[src/include/sj_video_consts.svh]
/* SJ video back end constants
   CPU address map, bus and palette widths, register reset values */

`ifndef SJ_VIDEO_CONSTS_SVH
`define SJ_VIDEO_CONSTS_SVH

// ====================
// Bus widths
`define SJ_ADDR_W       16
`define SJ_DATA_W       8

// ====================
// Palette geometry
`define SJ_PAL_ENTRIES  64
`define SJ_PAL_IDX_W    6
`define SJ_PAL_W        9      // Ninth bit comes from the latch
`define SJ_RGB_W        3

// ====================
// CPU write map
`define SJ_A_COLOR12    16'hD506   // Tilemap 1 and 2 colour codes
`define SJ_A_COLOR3     16'hD507   // Tilemap 3 and sprite colour codes
`define SJ_A_COINSET    16'hD50E   // Bank select, sound stop, coin lock
`define SJ_PRY_PAGE     8'hD3      // Whole page decodes to priority
`define SJ_PAL_PAGE     8'hD2      // Whole page decodes to palette

// CPU read map
`define SJ_A_IN0        16'hD408
`define SJ_A_IN1        16'hD409
`define SJ_A_DIPA       16'hD40A
`define SJ_IN0_HI       2'b10      // Fixed upper bits of IN0
`define SJ_IN1_VAL      8'hFF

// ====================
// Reset values
`define SJ_PRY_W        8
`define SJ_PRY_RST      8'h00

`endif

[src/design/sj_video_pkg.sv]
/* SJ video shared types
   CPU bus, decoded write strokes, pixel and palette request structs */

`default_nettype none

`include "sj_video_consts.svh"

package sj_video_pkg;

	// ====================
	// CPU side
	typedef struct packed {
		logic [`SJ_ADDR_W-1:0] addr;
		logic [`SJ_DATA_W-1:0] wdata;
		logic                  wr;    // One-cycle write strobe
		logic                  rd;    // Read strobe, data same cycle
	} cpu_bus_t;

	typedef enum logic [2:0] {
		TGT_NONE,
		TGT_COLOR12,
		TGT_COLOR3,
		TGT_PRIORITY,
		TGT_COINSET,
		TGT_PALETTE
	} reg_target_e;

	typedef struct packed {
		reg_target_e           target;
		logic [6:0]            pal_addr;   // Bit 0 picks latch or entry
		logic [`SJ_DATA_W-1:0] data;
	} reg_write_t;

	typedef struct packed {
		logic left;
		logic right;
		logic down;
		logic up;
		logic shoot;
		logic shoot2;
	} player_in_t;

	// ====================
	// Pixel side
	typedef enum logic [1:0] {
		LAYER_OBJ,
		LAYER_TM1,
		LAYER_TM2,
		LAYER_TM3
	} layer_e;

	typedef struct packed {
		logic [1:0] md0;   // Sprite code
		logic [2:0] md1;
		logic [2:0] md2;
		logic [2:0] md3;
	} color_codes_t;

	typedef struct packed {
		logic [3:0] obj;
		logic [2:0] tm1;
		logic [2:0] tm2;
		logic [2:0] tm3;
		logic       blank;
	} layer_pix_t;

	typedef struct packed {
		logic [`SJ_PAL_IDX_W-1:0] idx;
		logic                     blank;
	} pal_req_t;

endpackage

`default_nettype wire

[src/design/cpu_port_decode.sv]
/* CPU port decode
   Turns bus writes into register strokes and selects CPU read data */

`timescale 1ns/1ns
`default_nettype none

`include "sj_video_consts.svh"

module cpu_port_decode (
	input  sj_video_pkg::cpu_bus_t      cpu_i,
	input  sj_video_pkg::player_in_t    players_i,
	input  logic [`SJ_DATA_W-1:0]       dip1_i,
	output sj_video_pkg::reg_write_t    wr_o,
	output logic [`SJ_DATA_W-1:0]       rdata_o
);

	import sj_video_pkg::*;

	reg_target_e target;
	logic [7:0]  page;

	assign page = cpu_i.addr[15:8];

	// ====================
	// Write decode
	always_comb begin
		target = TGT_NONE;
		if (cpu_i.wr) begin
			if (cpu_i.addr == `SJ_A_COLOR12) begin
				target = TGT_COLOR12;
			end else if (cpu_i.addr == `SJ_A_COLOR3) begin
				target = TGT_COLOR3;
			end else if (cpu_i.addr == `SJ_A_COINSET) begin
				target = TGT_COINSET;
			end else if (page == `SJ_PRY_PAGE) begin
				target = TGT_PRIORITY;   // D300-D3FF
			end else if (page == `SJ_PAL_PAGE) begin
				target = TGT_PALETTE;    // D200-D2FF
			end
		end
	end

	always_comb begin
		wr_o.target   = target;
		wr_o.pal_addr = cpu_i.addr[6:0];   // Bit 7 dropped here
		wr_o.data     = cpu_i.wdata;
	end

	// ====================
	// Read mux
	always_comb begin
		rdata_o = '0;
		if (cpu_i.rd) begin
			case (cpu_i.addr)
				`SJ_A_IN0: begin
					rdata_o = {`SJ_IN0_HI, players_i.shoot2, players_i.shoot,
						players_i.up, players_i.down, players_i.right, players_i.left};
				end
				`SJ_A_IN1: begin
					rdata_o = `SJ_IN1_VAL;   // No inputs wired here
				end
				`SJ_A_DIPA: begin
					rdata_o = ~dip1_i;       // Switches read active low
				end
				default: begin
					rdata_o = '0;
				end
			endcase
		end
	end

endmodule

`default_nettype wire

[src/design/video_ctrl_regs.sv]
/* Video control registers
   Colour codes, layer priority and the coin-set bits, loaded by CPU strokes */

`timescale 1ns/1ns
`default_nettype none

`include "sj_video_consts.svh"

module video_ctrl_regs (
	input  logic                         V_BLANK,
	input  logic                         EXROM2,
	input  sj_video_pkg::reg_write_t     wr_i,
	output sj_video_pkg::color_codes_t   codes_o,
	output logic [`SJ_PRY_W-1:0]         priority_o,
	output logic                         bank_sel_o,
	output logic                         sound_stop_o,
	output logic                         coin_lock_o
);

	import sj_video_pkg::*;

	color_codes_t          codes_q;
	logic [`SJ_PRY_W-1:0]  pry_q;

	// ====================
	// Colour codes
	always_ff @(posedge V_BLANK or negedge EXROM2) begin
		if (!EXROM2) begin
			codes_q <= '0;
		end else begin
			case (wr_i.target)
				TGT_COLOR12: begin
					codes_q.md1 <= wr_i.data[2:0];
					codes_q.md2 <= wr_i.data[6:4];   // Bank bits 3 and 7 unused
				end
				TGT_COLOR3: begin
					codes_q.md3 <= wr_i.data[2:0];
					codes_q.md0 <= wr_i.data[5:4];
				end
				default: begin
				end
			endcase
		end
	end

	// ====================
	// Priority slots
	always_ff @(posedge V_BLANK or negedge EXROM2) begin
		if (!EXROM2) begin
			pry_q <= `SJ_PRY_RST;
		end else if (wr_i.target == TGT_PRIORITY) begin
			pry_q <= wr_i.data;   // Four 2-bit slots, slot 0 in front
		end
	end

	// ====================
	// Coin set
	always_ff @(posedge V_BLANK or negedge EXROM2) begin
		if (!EXROM2) begin
			bank_sel_o   <= 1'b0;
			sound_stop_o <= 1'b0;
			coin_lock_o  <= 1'b0;
		end else if (wr_i.target == TGT_COINSET) begin
			bank_sel_o   <= wr_i.data[7];   // ROM bank select
			sound_stop_o <= wr_i.data[1];
			coin_lock_o  <= wr_i.data[0];
		end
	end

	assign codes_o    = codes_q;
	assign priority_o = pry_q;

endmodule

`default_nettype wire

[src/design/layer_priority_mixer.sv]
/* Layer priority mixer
   Picks the front opaque layer by priority slot and forms the palette index */

`timescale 1ns/1ns
`default_nettype none

`include "sj_video_consts.svh"

module layer_priority_mixer (
	input  logic                         V_BLANK,
	input  logic                         EXROM2,
	input  sj_video_pkg::layer_pix_t     pix_i,
	input  sj_video_pkg::color_codes_t   codes_i,
	input  logic [`SJ_PRY_W-1:0]         priority_i,
	output sj_video_pkg::pal_req_t       req_o
);

	import sj_video_pkg::*;

	logic [3:0]               opaque;   // Indexed by layer_e value
	layer_e                   slot_layer [4];
	layer_e                   sel;
	logic [`SJ_PAL_IDX_W-1:0] idx;

	// ====================
	// Opacity and slots
	always_comb begin
		opaque[LAYER_OBJ] = |pix_i.obj;
		opaque[LAYER_TM1] = |pix_i.tm1;
		opaque[LAYER_TM2] = |pix_i.tm2;
		opaque[LAYER_TM3] = |pix_i.tm3;
	end

	always_comb begin
		for (int k = 0; k < 4; k++) begin
			slot_layer[k] = layer_e'(priority_i[2*k +: 2]);
		end
	end

	// Walk from the back slot toward the front, so the
	// frontmost opaque slot wins. Slot 3 stays if none is opaque.
	always_comb begin
		sel = slot_layer[3];
		for (int k = 2; k >= 0; k--) begin
			if (opaque[slot_layer[k]]) begin
				sel = slot_layer[k];
			end
		end
	end

	// ====================
	// Palette index
	always_comb begin
		case (sel)
			LAYER_OBJ: idx = {codes_i.md0, pix_i.obj};   // 2 + 4 bits
			LAYER_TM1: idx = {codes_i.md1, pix_i.tm1};
			LAYER_TM2: idx = {codes_i.md2, pix_i.tm2};
			LAYER_TM3: idx = {codes_i.md3, pix_i.tm3};
			default:   idx = '0;
		endcase
	end

	always_ff @(posedge V_BLANK or negedge EXROM2) begin
		if (!EXROM2) begin
			req_o.idx   <= '0;
			req_o.blank <= 1'b1;   // Dark until real pixels arrive
		end else begin
			req_o.idx   <= idx;
			req_o.blank <= pix_i.blank;
		end
	end

endmodule

`default_nettype wire

[src/design/palette_ram.sv]
/* Palette RAM
   64 x 9 colour store with ninth-bit latch, inverted RGB out and blanking */

`timescale 1ns/1ns
`default_nettype none

`include "sj_video_consts.svh"

module palette_ram (
	input  logic                       V_BLANK,
	input  logic                       EXROM2,
	input  sj_video_pkg::reg_write_t   wr_i,
	input  sj_video_pkg::pal_req_t     req_i,
	output logic [`SJ_RGB_W-1:0]       red_o,
	output logic [`SJ_RGB_W-1:0]       green_o,
	output logic [`SJ_RGB_W-1:0]       blue_o
);

	import sj_video_pkg::*;

	logic [`SJ_PAL_W-1:0]     mem [`SJ_PAL_ENTRIES];
	logic                     bit8_q;
	logic                     pal_wr;
	logic [`SJ_PAL_IDX_W-1:0] wr_idx;
	logic [`SJ_PAL_W-1:0]     rd_q;
	logic                     rd_blank_q;

	assign pal_wr = (wr_i.target == TGT_PALETTE);
	assign wr_idx = wr_i.pal_addr[6:1];

	// ====================
	// CPU write side
	always_ff @(posedge V_BLANK or negedge EXROM2) begin
		if (!EXROM2) begin
			bit8_q <= 1'b0;
		end else if (pal_wr && wr_i.pal_addr[0]) begin
			bit8_q <= wr_i.data[0];   // Odd address loads ninth bit
		end
	end

	// Even address commits latch plus data byte, pixel read is registered
	always_ff @(posedge V_BLANK) begin
		if (pal_wr && !wr_i.pal_addr[0]) begin
			mem[wr_idx] <= {bit8_q, wr_i.data};
		end
		rd_q <= mem[req_i.idx];
	end

	// ====================
	// Pixel side
	always_ff @(posedge V_BLANK or negedge EXROM2) begin
		if (!EXROM2) begin
			rd_blank_q <= 1'b1;
		end else begin
			rd_blank_q <= req_i.blank;   // Follows rd_q
		end
	end

	always_ff @(posedge V_BLANK or negedge EXROM2) begin
		if (!EXROM2) begin
			red_o   <= '0;
			green_o <= '0;
			blue_o  <= '0;
		end else if (rd_blank_q) begin
			red_o   <= '0;
			green_o <= '0;
			blue_o  <= '0;
		end else begin
			red_o   <= ~rd_q[8:6];   // Entry stored active low
			green_o <= ~rd_q[5:3];
			blue_o  <= ~rd_q[2:0];
		end
	end

endmodule

`default_nettype wire

[src/design/sj_video_top.sv]
/* SJ video back end top
   CPU decode, control registers, priority mixer and palette output */

`timescale 1ns/1ns
`default_nettype none

`include "sj_video_consts.svh"

module sj_video_top (
	input  logic                        V_BLANK,
	input  logic                        EXROM2,
	input  sj_video_pkg::cpu_bus_t      cpu_i,
	input  sj_video_pkg::layer_pix_t    pix_i,
	input  sj_video_pkg::player_in_t    players_i,
	input  logic [`SJ_DATA_W-1:0]       dip1_i,
	output logic [`SJ_DATA_W-1:0]       rdata_o,
	output logic [`SJ_RGB_W-1:0]        red_o,
	output logic [`SJ_RGB_W-1:0]        green_o,
	output logic [`SJ_RGB_W-1:0]        blue_o,
	output logic                        bank_sel_o,
	output logic                        sound_stop_o,
	output logic                        coin_lock_o
);

	import sj_video_pkg::*;

	reg_write_t            wr;
	color_codes_t          codes;
	logic [`SJ_PRY_W-1:0]  pry;
	pal_req_t              req;

	// ====================
	// CPU side
	cpu_port_decode cpu_port_decode_i (
		.cpu_i     (cpu_i),
		.players_i (players_i),
		.dip1_i    (dip1_i),
		.wr_o      (wr),
		.rdata_o   (rdata_o)
	);

	video_ctrl_regs video_ctrl_regs_i (
		.V_BLANK      (V_BLANK),
		.EXROM2       (EXROM2),
		.wr_i         (wr),
		.codes_o      (codes),
		.priority_o   (pry),
		.bank_sel_o   (bank_sel_o),
		.sound_stop_o (sound_stop_o),
		.coin_lock_o  (coin_lock_o)
	);

	// ====================
	// Pixel path, 3 cycles
	layer_priority_mixer layer_priority_mixer_i (
		.V_BLANK    (V_BLANK),
		.EXROM2     (EXROM2),
		.pix_i      (pix_i),
		.codes_i    (codes),
		.priority_i (pry),
		.req_o      (req)
	);

	palette_ram palette_ram_i (
		.V_BLANK (V_BLANK),
		.EXROM2  (EXROM2),
		.wr_i    (wr),
		.req_i   (req),
		.red_o   (red_o),
		.green_o (green_o),
		.blue_o  (blue_o)
	);

endmodule

`default_nettype wire

[config.mk]
export PLATFORM = sky130hd
export DESIGN_NAME = sj_video_top
export DESIGN_NICKNAME = d
export VERILOG_FILES = /design/src/design/sj_video_pkg.sv /design/src/design/cpu_port_decode.sv /design/src/design/video_ctrl_regs.sv /design/src/design/layer_priority_mixer.sv /design/src/design/palette_ram.sv /design/src/design/sj_video_top.sv
export VERILOG_INCLUDE_DIRS = /design/src /design/src/include
export SDC_FILE = /design/constraint.sdc
export NUM_CORES = 1
export LEC_CHECK = 0
export BUFFER_PORTS_ARGS = -buffer_cell sky130_fd_sc_hd__buf_2
export CAP_MARGIN = 20
export CORE_AREA = 2 2 304 186
export CTS_BUF_LIST = sky130_fd_sc_hd__clkbuf_8
export DETAILED_ROUTE_END_ITERATION = 10
export DIE_AREA = 0 0 306 188
export GPL_TIMING_DRIVEN = 0
export MAX_ROUTING_LAYER = met4
export SLEW_MARGIN = 5
export SYNTH_ARGS = -nofsm -noshare
export SYNTH_HDL_FRONTEND = slang
export SYNTH_SLANG_ARGS = --single-unit
[constraint.sdc]
create_clock -name V_BLANK -period 2.8 [get_ports V_BLANK]
set_input_delay 0.28 -clock V_BLANK [delete_from_list [all_inputs] [get_ports V_BLANK]]
set_output_delay 0.28 -clock V_BLANK [all_outputs]
set_load 0.02 [all_outputs]
=== Word-level counts from Yosys, hierarchy flattened ===
Memories as Yosys holds them, arrays and structs flattened. A register that Yosys moved wholly into a read port is not among the register bits.
Index checks and enable logic that the tools add are counted.

* Bits in read-only memories: 0
* Memory bits (writable): 576
* Bits of input ports: 56
* Register bits after elaboration: 40
* Latch bits: 0
* Memories kept: 1
* Word-level logic and storage cells: 70

{| class="wikitable"
|+ Memory list
! memory !! words !! bits a word !! rd ports !! clocked after Yosys merged registers in !! wr ports !! line !! RTL
|-
| palette_ram_i.mem || 64 || 9 || 1 || 1 || 1 || palette_ram.sv:21 || <nowiki>logic [`SJ_PAL_W-1:0] mem [`SJ_PAL_ENTRIES];</nowiki>
|}

* Bitwise operators: 4
* Reduce and logical (&&, ||, !) cells: 8
* Div/mod/pow operators: 0
* Add/subtract/negate cells: 0
* Eq/ne operators: 16
* Order comparisons: 3
* Shifts and indexed selects: 0
* Multiply operators: 0
* Mux-type cells: 23

{| class="wikitable"
|+ Operators with widths
! kind !! number
|-
| $eq 16x16->1 const B || 6
|-
| $mux 3 || 9
|-
| $pmux 6 s4 || 1
|-
| $pmux 8 s3 || 1
|-
| $eq 8x8->1 const B || 2
|-
| $lt 2x3->1 const B || 3
|-
| $not 3->3 || 3
|-
| $reduce_or 3->1 || 3
|-
| $mux 8 || 1
|-
| $not 8->8 || 1
|-
| $bmux 1 s2 || 3
|-
| $eq 3x2->1 const B || 2
|-
| $eq 3x3->1 const B || 2
|-
| $mux 2 || 3
|-
| $mux 1 || 5
|-
| $eq 2x2->1 const B || 2
|-
| $reduce_or 4->1 || 1
|-
| $eq 3x1->1 const B || 1
|-
| $eq 2x1->1 const B || 1
|-
| $logic_and 1x1->1 || 2
|-
| $logic_not 2->1 || 1
|-
| $logic_not 1->1 || 1
|}

=== Logic depth before layout (Yosys ltp) ===
* Depth after elaboration: 11
* Depth in mapped cells: 8
* Mapped depth without buffers: 6

=== By module ===
From an unflattened synthesis, not the netlist that was laid out.

* Cell total of the unflattened synthesis: 1241
* Area, all modules: 24878.9 um^2

{| class="wikitable"
|+ Modules (own cells, without submodules)
! module !! sequential area each (um^2) !! times used !! cells each !! area each (um^2)
|-
| palette_ram || 17753.3 || 1 || 1071 || 23000.8
|-
| video_ctrl_regs || 550.5 || 1 || 48 || 859.6
|-
| layer_priority_mixer || 176.4 || 1 || 61 || 618.1
|-
| cpu_port_decode || 0.0 || 1 || 61 || 400.4
|}

=== Least setup slack after synthesis ===
No wires, ideal clock.

* Path type: input to output
* Start point: input cpu_i[14] in the netlist's numbering
* End point: output rdata_o[2]
* Data arrival time: 2.315 ns
* Setup slack: 0.205 ns
* Buffers on the path: 2
* Stages: 8
* Path through: buf_2 -> or3_4 -> buf_6 -> nor4_4 -> nand2_2 -> nor3_1 -> o21ai_0 -> a21boi_0

* Cells in the longest elaborated chain, start to end: 3
* Elaborated cells between the ends (all ways): 5
* Those cells by class: eq/ne (3); mux (2)

{| class="wikitable"
|+ RTL lines
! item !! line !! RTL
|-
| start: declaration || sj_video_top.sv:12 || <nowiki>input sj_video_pkg::cpu_bus_t cpu_i,</nowiki>
|-
| $eq 16x16->1 || cpu_port_decode.sv:54 || <nowiki>case (cpu_i.addr)</nowiki>
|-
| $pmux 8 s3 (*) || cpu_port_decode.sv:54 ||
|-
| $mux 8 (*) || cpu_port_decode.sv:53 || <nowiki>if (cpu_i.rd) begin</nowiki>
|-
| end: declaration || sj_video_top.sv:16 || <nowiki>output logic [`SJ_DATA_W-1:0] rdata_o,</nowiki>
|}

Mark *: on every way between the ends. The rest lies on a longest branch, timed or not.

=== Worst setup path in the final report ===
* Start point: input cpu_i[16] in the netlist's numbering
* End point: memory palette_ram_i.mem[15][5] in the netlist's numbering (enable)

* Cells in the longest elaborated chain, start to end: 9
* Elaborated cells between the ends (all ways): 11
* Those cells by class: eq/ne (4); mux (6); reduce/logical (1)

{| class="wikitable"
|+ RTL lines
! item !! line !! RTL
|-
| $eq 16x16->1 (no source line) || - ||
|-
| $mux 3 || cpu_port_decode.sv:33 || <nowiki>end else if (cpu_i.addr == `SJ_A_COINSET) begin</nowiki>
|-
| $mux 3 || cpu_port_decode.sv:31 || <nowiki>end else if (cpu_i.addr == `SJ_A_COLOR3) begin</nowiki>
|-
| $mux 3 || cpu_port_decode.sv:29 || <nowiki>if (cpu_i.addr == `SJ_A_COLOR12) begin</nowiki>
|-
| $mux 3 || cpu_port_decode.sv:28 || <nowiki>if (cpu_i.wr) begin</nowiki>
|-
| $eq 3x3->1 || palette_ram.sv:28 || <nowiki>assign pal_wr = (wr_i.target == TGT_PALETTE);</nowiki>
|-
| $logic_and 1x1->1 || palette_ram.sv:43 || <nowiki>if (pal_wr && !wr_i.pal_addr[0]) begin</nowiki>
|-
| $mux 1 || palette_ram.sv:43 ||
|-
| $mux 1 (implied by the code) || palette_ram.sv:44 || <nowiki>mem[wr_idx] <= {bit8_q, wr_i.data};</nowiki>
|-
| end: declaration || palette_ram.sv:21 ||
|}

Parallel ways exist; a longest one is shown, timed or not.

==> results.sh <==
export IMPL_outcome="finished, violations left"
export IMPL_violations="negative setup slack"
export IMPL_syn_nets=1146
export IMPL_cap_violations=0
export IMPL_cts_tree="built"
export IMPL_synthTopCellsByCount="edfxtp_1 (576), mux4_2 (190), nor2_1 (84)"
export IMPL_first_pass_iters=5
export IMPL_p_leak_uw=0.00909
export IMPL_grt_pass1_wl_mm=83.5
export IMPL_h_tree_depth=3
export IMPL_area_growth_pct=14.0
export IMPL_drt_iter0_drc=1264
export IMPL_final_seq_area_sq_um=18500
export IMPL_drv_slew=0
export IMPL_finalNetCount=1334
export IMPL_crit_type="input port to flop"
export IMPL_power_share_clock=0.344
export IMPL_io_buffers=70
export IMPL_groute_usage_overall=0.211
export IMPL_synth_edff_count=576
export IMPL_combPwrFrac=0.129
export IMPL_dieHeight_um=188
export IMPL_dp_cells=1891
export IMPL_viasPerCell=5.79
export IMPL_synth_cells=1090
export IMPL_antenna_found_initial=3
export IMPL_wirelength_mm=57.4
export IMPL_num_io_pins=76
export IMPL_synth_avg_cell_area_sq_um=22.3
export IMPL_drc=0
export IMPL_grt_overflow=0
export IMPL_peakVddDrop_v=0.000510
export IMPL_relSlewSlack=0.274
export IMPL_cellPowerDensity_nw_per_um2=705
export IMPL_synth_most_common_cell="edfxtp_1"
export IMPL_cts_buffer_depth=3
export IMPL_hold_class="input port to flop"
export IMPL_ys_ff_latch=625
export IMPL_hold_viol_final=0
export IMPL_drive_gt1_frac=0.348
export IMPL_ys_seq_area_frac=0.759
export IMPL_wire_per_inst_um=27.7
export IMPL_clk_latency_ns=0.67
export IMPL_clock_skew_ns=0.0260
export IMPL_period_share=1.01
export IMPL_swShare=0.246
export IMPL_clkTransAtPathRegs_ns=0.07
export IMPL_core_sq_um=54900
export IMPL_clock_sinks=625
export IMPL_pre_cts_ws_ns=-0.926
export IMPL_async_flop_share=0.0640
export IMPL_fin_setup_tns_ns=-0.453
export IMPL_cp_start_kind="input port"
export IMPL_vias=12000
export IMPL_dieArea_sq_um=57500
export IMPL_ant_nets=0
export IMPL_cp_required_ns=3.07
export IMPL_switchingPower_uw=4810
export IMPL_cp_data_arrival_time_ns=3.11
export IMPL_worstMarginPinSlew_ns=1.08
export IMPL_rsz0062_at_grt="yes"
export IMPL_end_kind="flop"
export IMPL_grt_pass1_vias=11900
export IMPL_setup_viol=18
export IMPL_fin_ws_ns=-0.0358
export IMPL_final_core_util=0.505
export IMPL_pwr_share_seq=0.527
export IMPL_fp_dieW_um=306
export IMPL_initial_utilization=0.443
export IMPL_yosys_area_top_type_share=0.711
export IMPL_worstPathMaxFanout=9
export IMPL_netlist_area_sq_um=24300
export IMPL_fin_crit_ns=2.84
export IMPL_fill_cells=4363
export IMPL_yosysTopAreaCell="edfxtp_1"
export IMPL_cts_made_buffers=88
export IMPL_yosysWarnings=0
export IMPL_post_dp_hpwl_mm=37.7
export IMPL_grt_start_max_net_pins=67
export IMPL_synthFlopType="edfxtp_1"
export IMPL_ys_types=47
export IMPL_layout_cells_non_filler=2073
export IMPL_num_rows=67
export IMPL_clock_fmax_mhz=353
export IMPL_internal_power_uw=14700
export IMPL_routabilityCongestion=0.812
export IMPL_multi_input_area_sq_um=5600
export IMPL_synthTopCellsByArea="edfxtp_1 (71%), mux4_2 (18%), dfrtp_1 (3.9%)"
export IMPL_hold_slack_ns=0.0617
export IMPL_clockRootBuffer="clkbuf_8"
kinds of logic (layout without fill, tap and decap cells):
kind of cell	Yosys count	count (layout)	synth area share
DFF	625	625	0.759
muxes	216	216	0.188
and+or+nand+nor	151	151	0.0307
buffers and inverters	59	317	0.0110
AOI/OAI and AO/OA	39	39	0.0105
other	0	1	0
power by group through the flow:
stage / registers [uW] / clock network (uW) / logic [uW]
after floorplan: 10500 / 0 / 1470
after global placement: 10500 / 0 / 2390
after detailed placement: 10500 / 0 / 2430
after CTS: 10300 / 6880 / 2470
after global routing: 10300 / 7310 / 2670
final: 10300 / 6720 / 2510
what timing repair did:
item,CTS,global route
pin swaps,0,0
hold buffers,15,0
cloned,0,0
setup endpoints to repair,24,59
resized for setup,46,16
endpoints found under the hold margin,43,0
setup buffers,0,2
area by class of cell:
class | count | share of cell area
Clock buffer | 98 | 0.0486
Inverter | 2 | 0.000271
Timing Repair Buffer | 100 | 0.0261
Antenna cell | 1 | 0.0000902
Buffer | 55 | 0.0137
Multi-Input combinational cell | 406 | 0.202
Tap cell | 724 | 0.0327
Clock inverter | 62 | 0.0102
Sequential cell | 625 | 0.666
worst max-delay path, stage by stage:
cell	delay, ns
clkbuf_1	0.19
or3_4	0.38
buf_6	0.16
nor4_4	0.28
nand2_2	0.13
a21oi_1	0.15
nand3_1	0.55
nor2_1	0.97
stage by stage:
stage                     power, uW  instance area, sq um
after floorplan               12000                 24300
after global placement        12900                 25600
after detailed placement      12900                 25700
after CTS                     19700                 27600
after global routing          20300                 27700
final                         19500                 27700
final timing paths:
check	start	end	slack, ns	depth (start not counted)
min in group asynchronous	EXROM2	video_ctrl_regs_i.priority_o[5]	0.32	2
max reg2reg	layer_priority_mixer_i.req_o[1]	palette_ram_i.rd_q[5]	0.11	7
min	cpu_i[5]	palette_ram_i.mem[8][3]	0.06	1
max in group asynchronous	EXROM2	palette_ram_i.bit8_q	1.80	2
max	cpu_i[16]	palette_ram_i.mem[15][5]	-0.04	8
min reg2reg	layer_priority_mixer_i.req_o[0]	palette_ram_i.rd_blank_q	0.36	0
layer usage:
layer / wire length (um) / track usage / vias to the layer above / share of wire
met1: 27400 / 0.334 / 6485 / 0.48
met4: 794 / 0.0443 / 0 / 0.014
met3: 5530 / 0.0627 / 67 / 0.096
li1: - / - / 4958 / -
met2: 23600 / 0.266 / 491 / 0.41
met5: 0 / - / - / 0
cell usage in the layout (no fill, tap or decap), drive strengths merged, types with 11 or more instances in the layout:
cell type / instances
edfxtp: 576
mux4: 190
clkbuf: 127
buf: 110
nor2: 84
inv: 39
dfrtp: 38
mux2: 21
clkinv: 21
dlygate4sd3: 15
nand2: 11
state kept, by name, indices dropped and copies added, names as in the netlist, 3 cells and up:
register and cells:
layer_priority_mixer_i.req_o 7, palette_ram_i.blue_o 3, palette_ram_i.green_o 3, palette_ram_i.mem 576
palette_ram_i.rd_q 9, palette_ram_i.red_o 3, video_ctrl_regs_i.codes_o 11, video_ctrl_regs_i.priority_o 8
No activity file was read; power rests on OpenSTA's default activity.
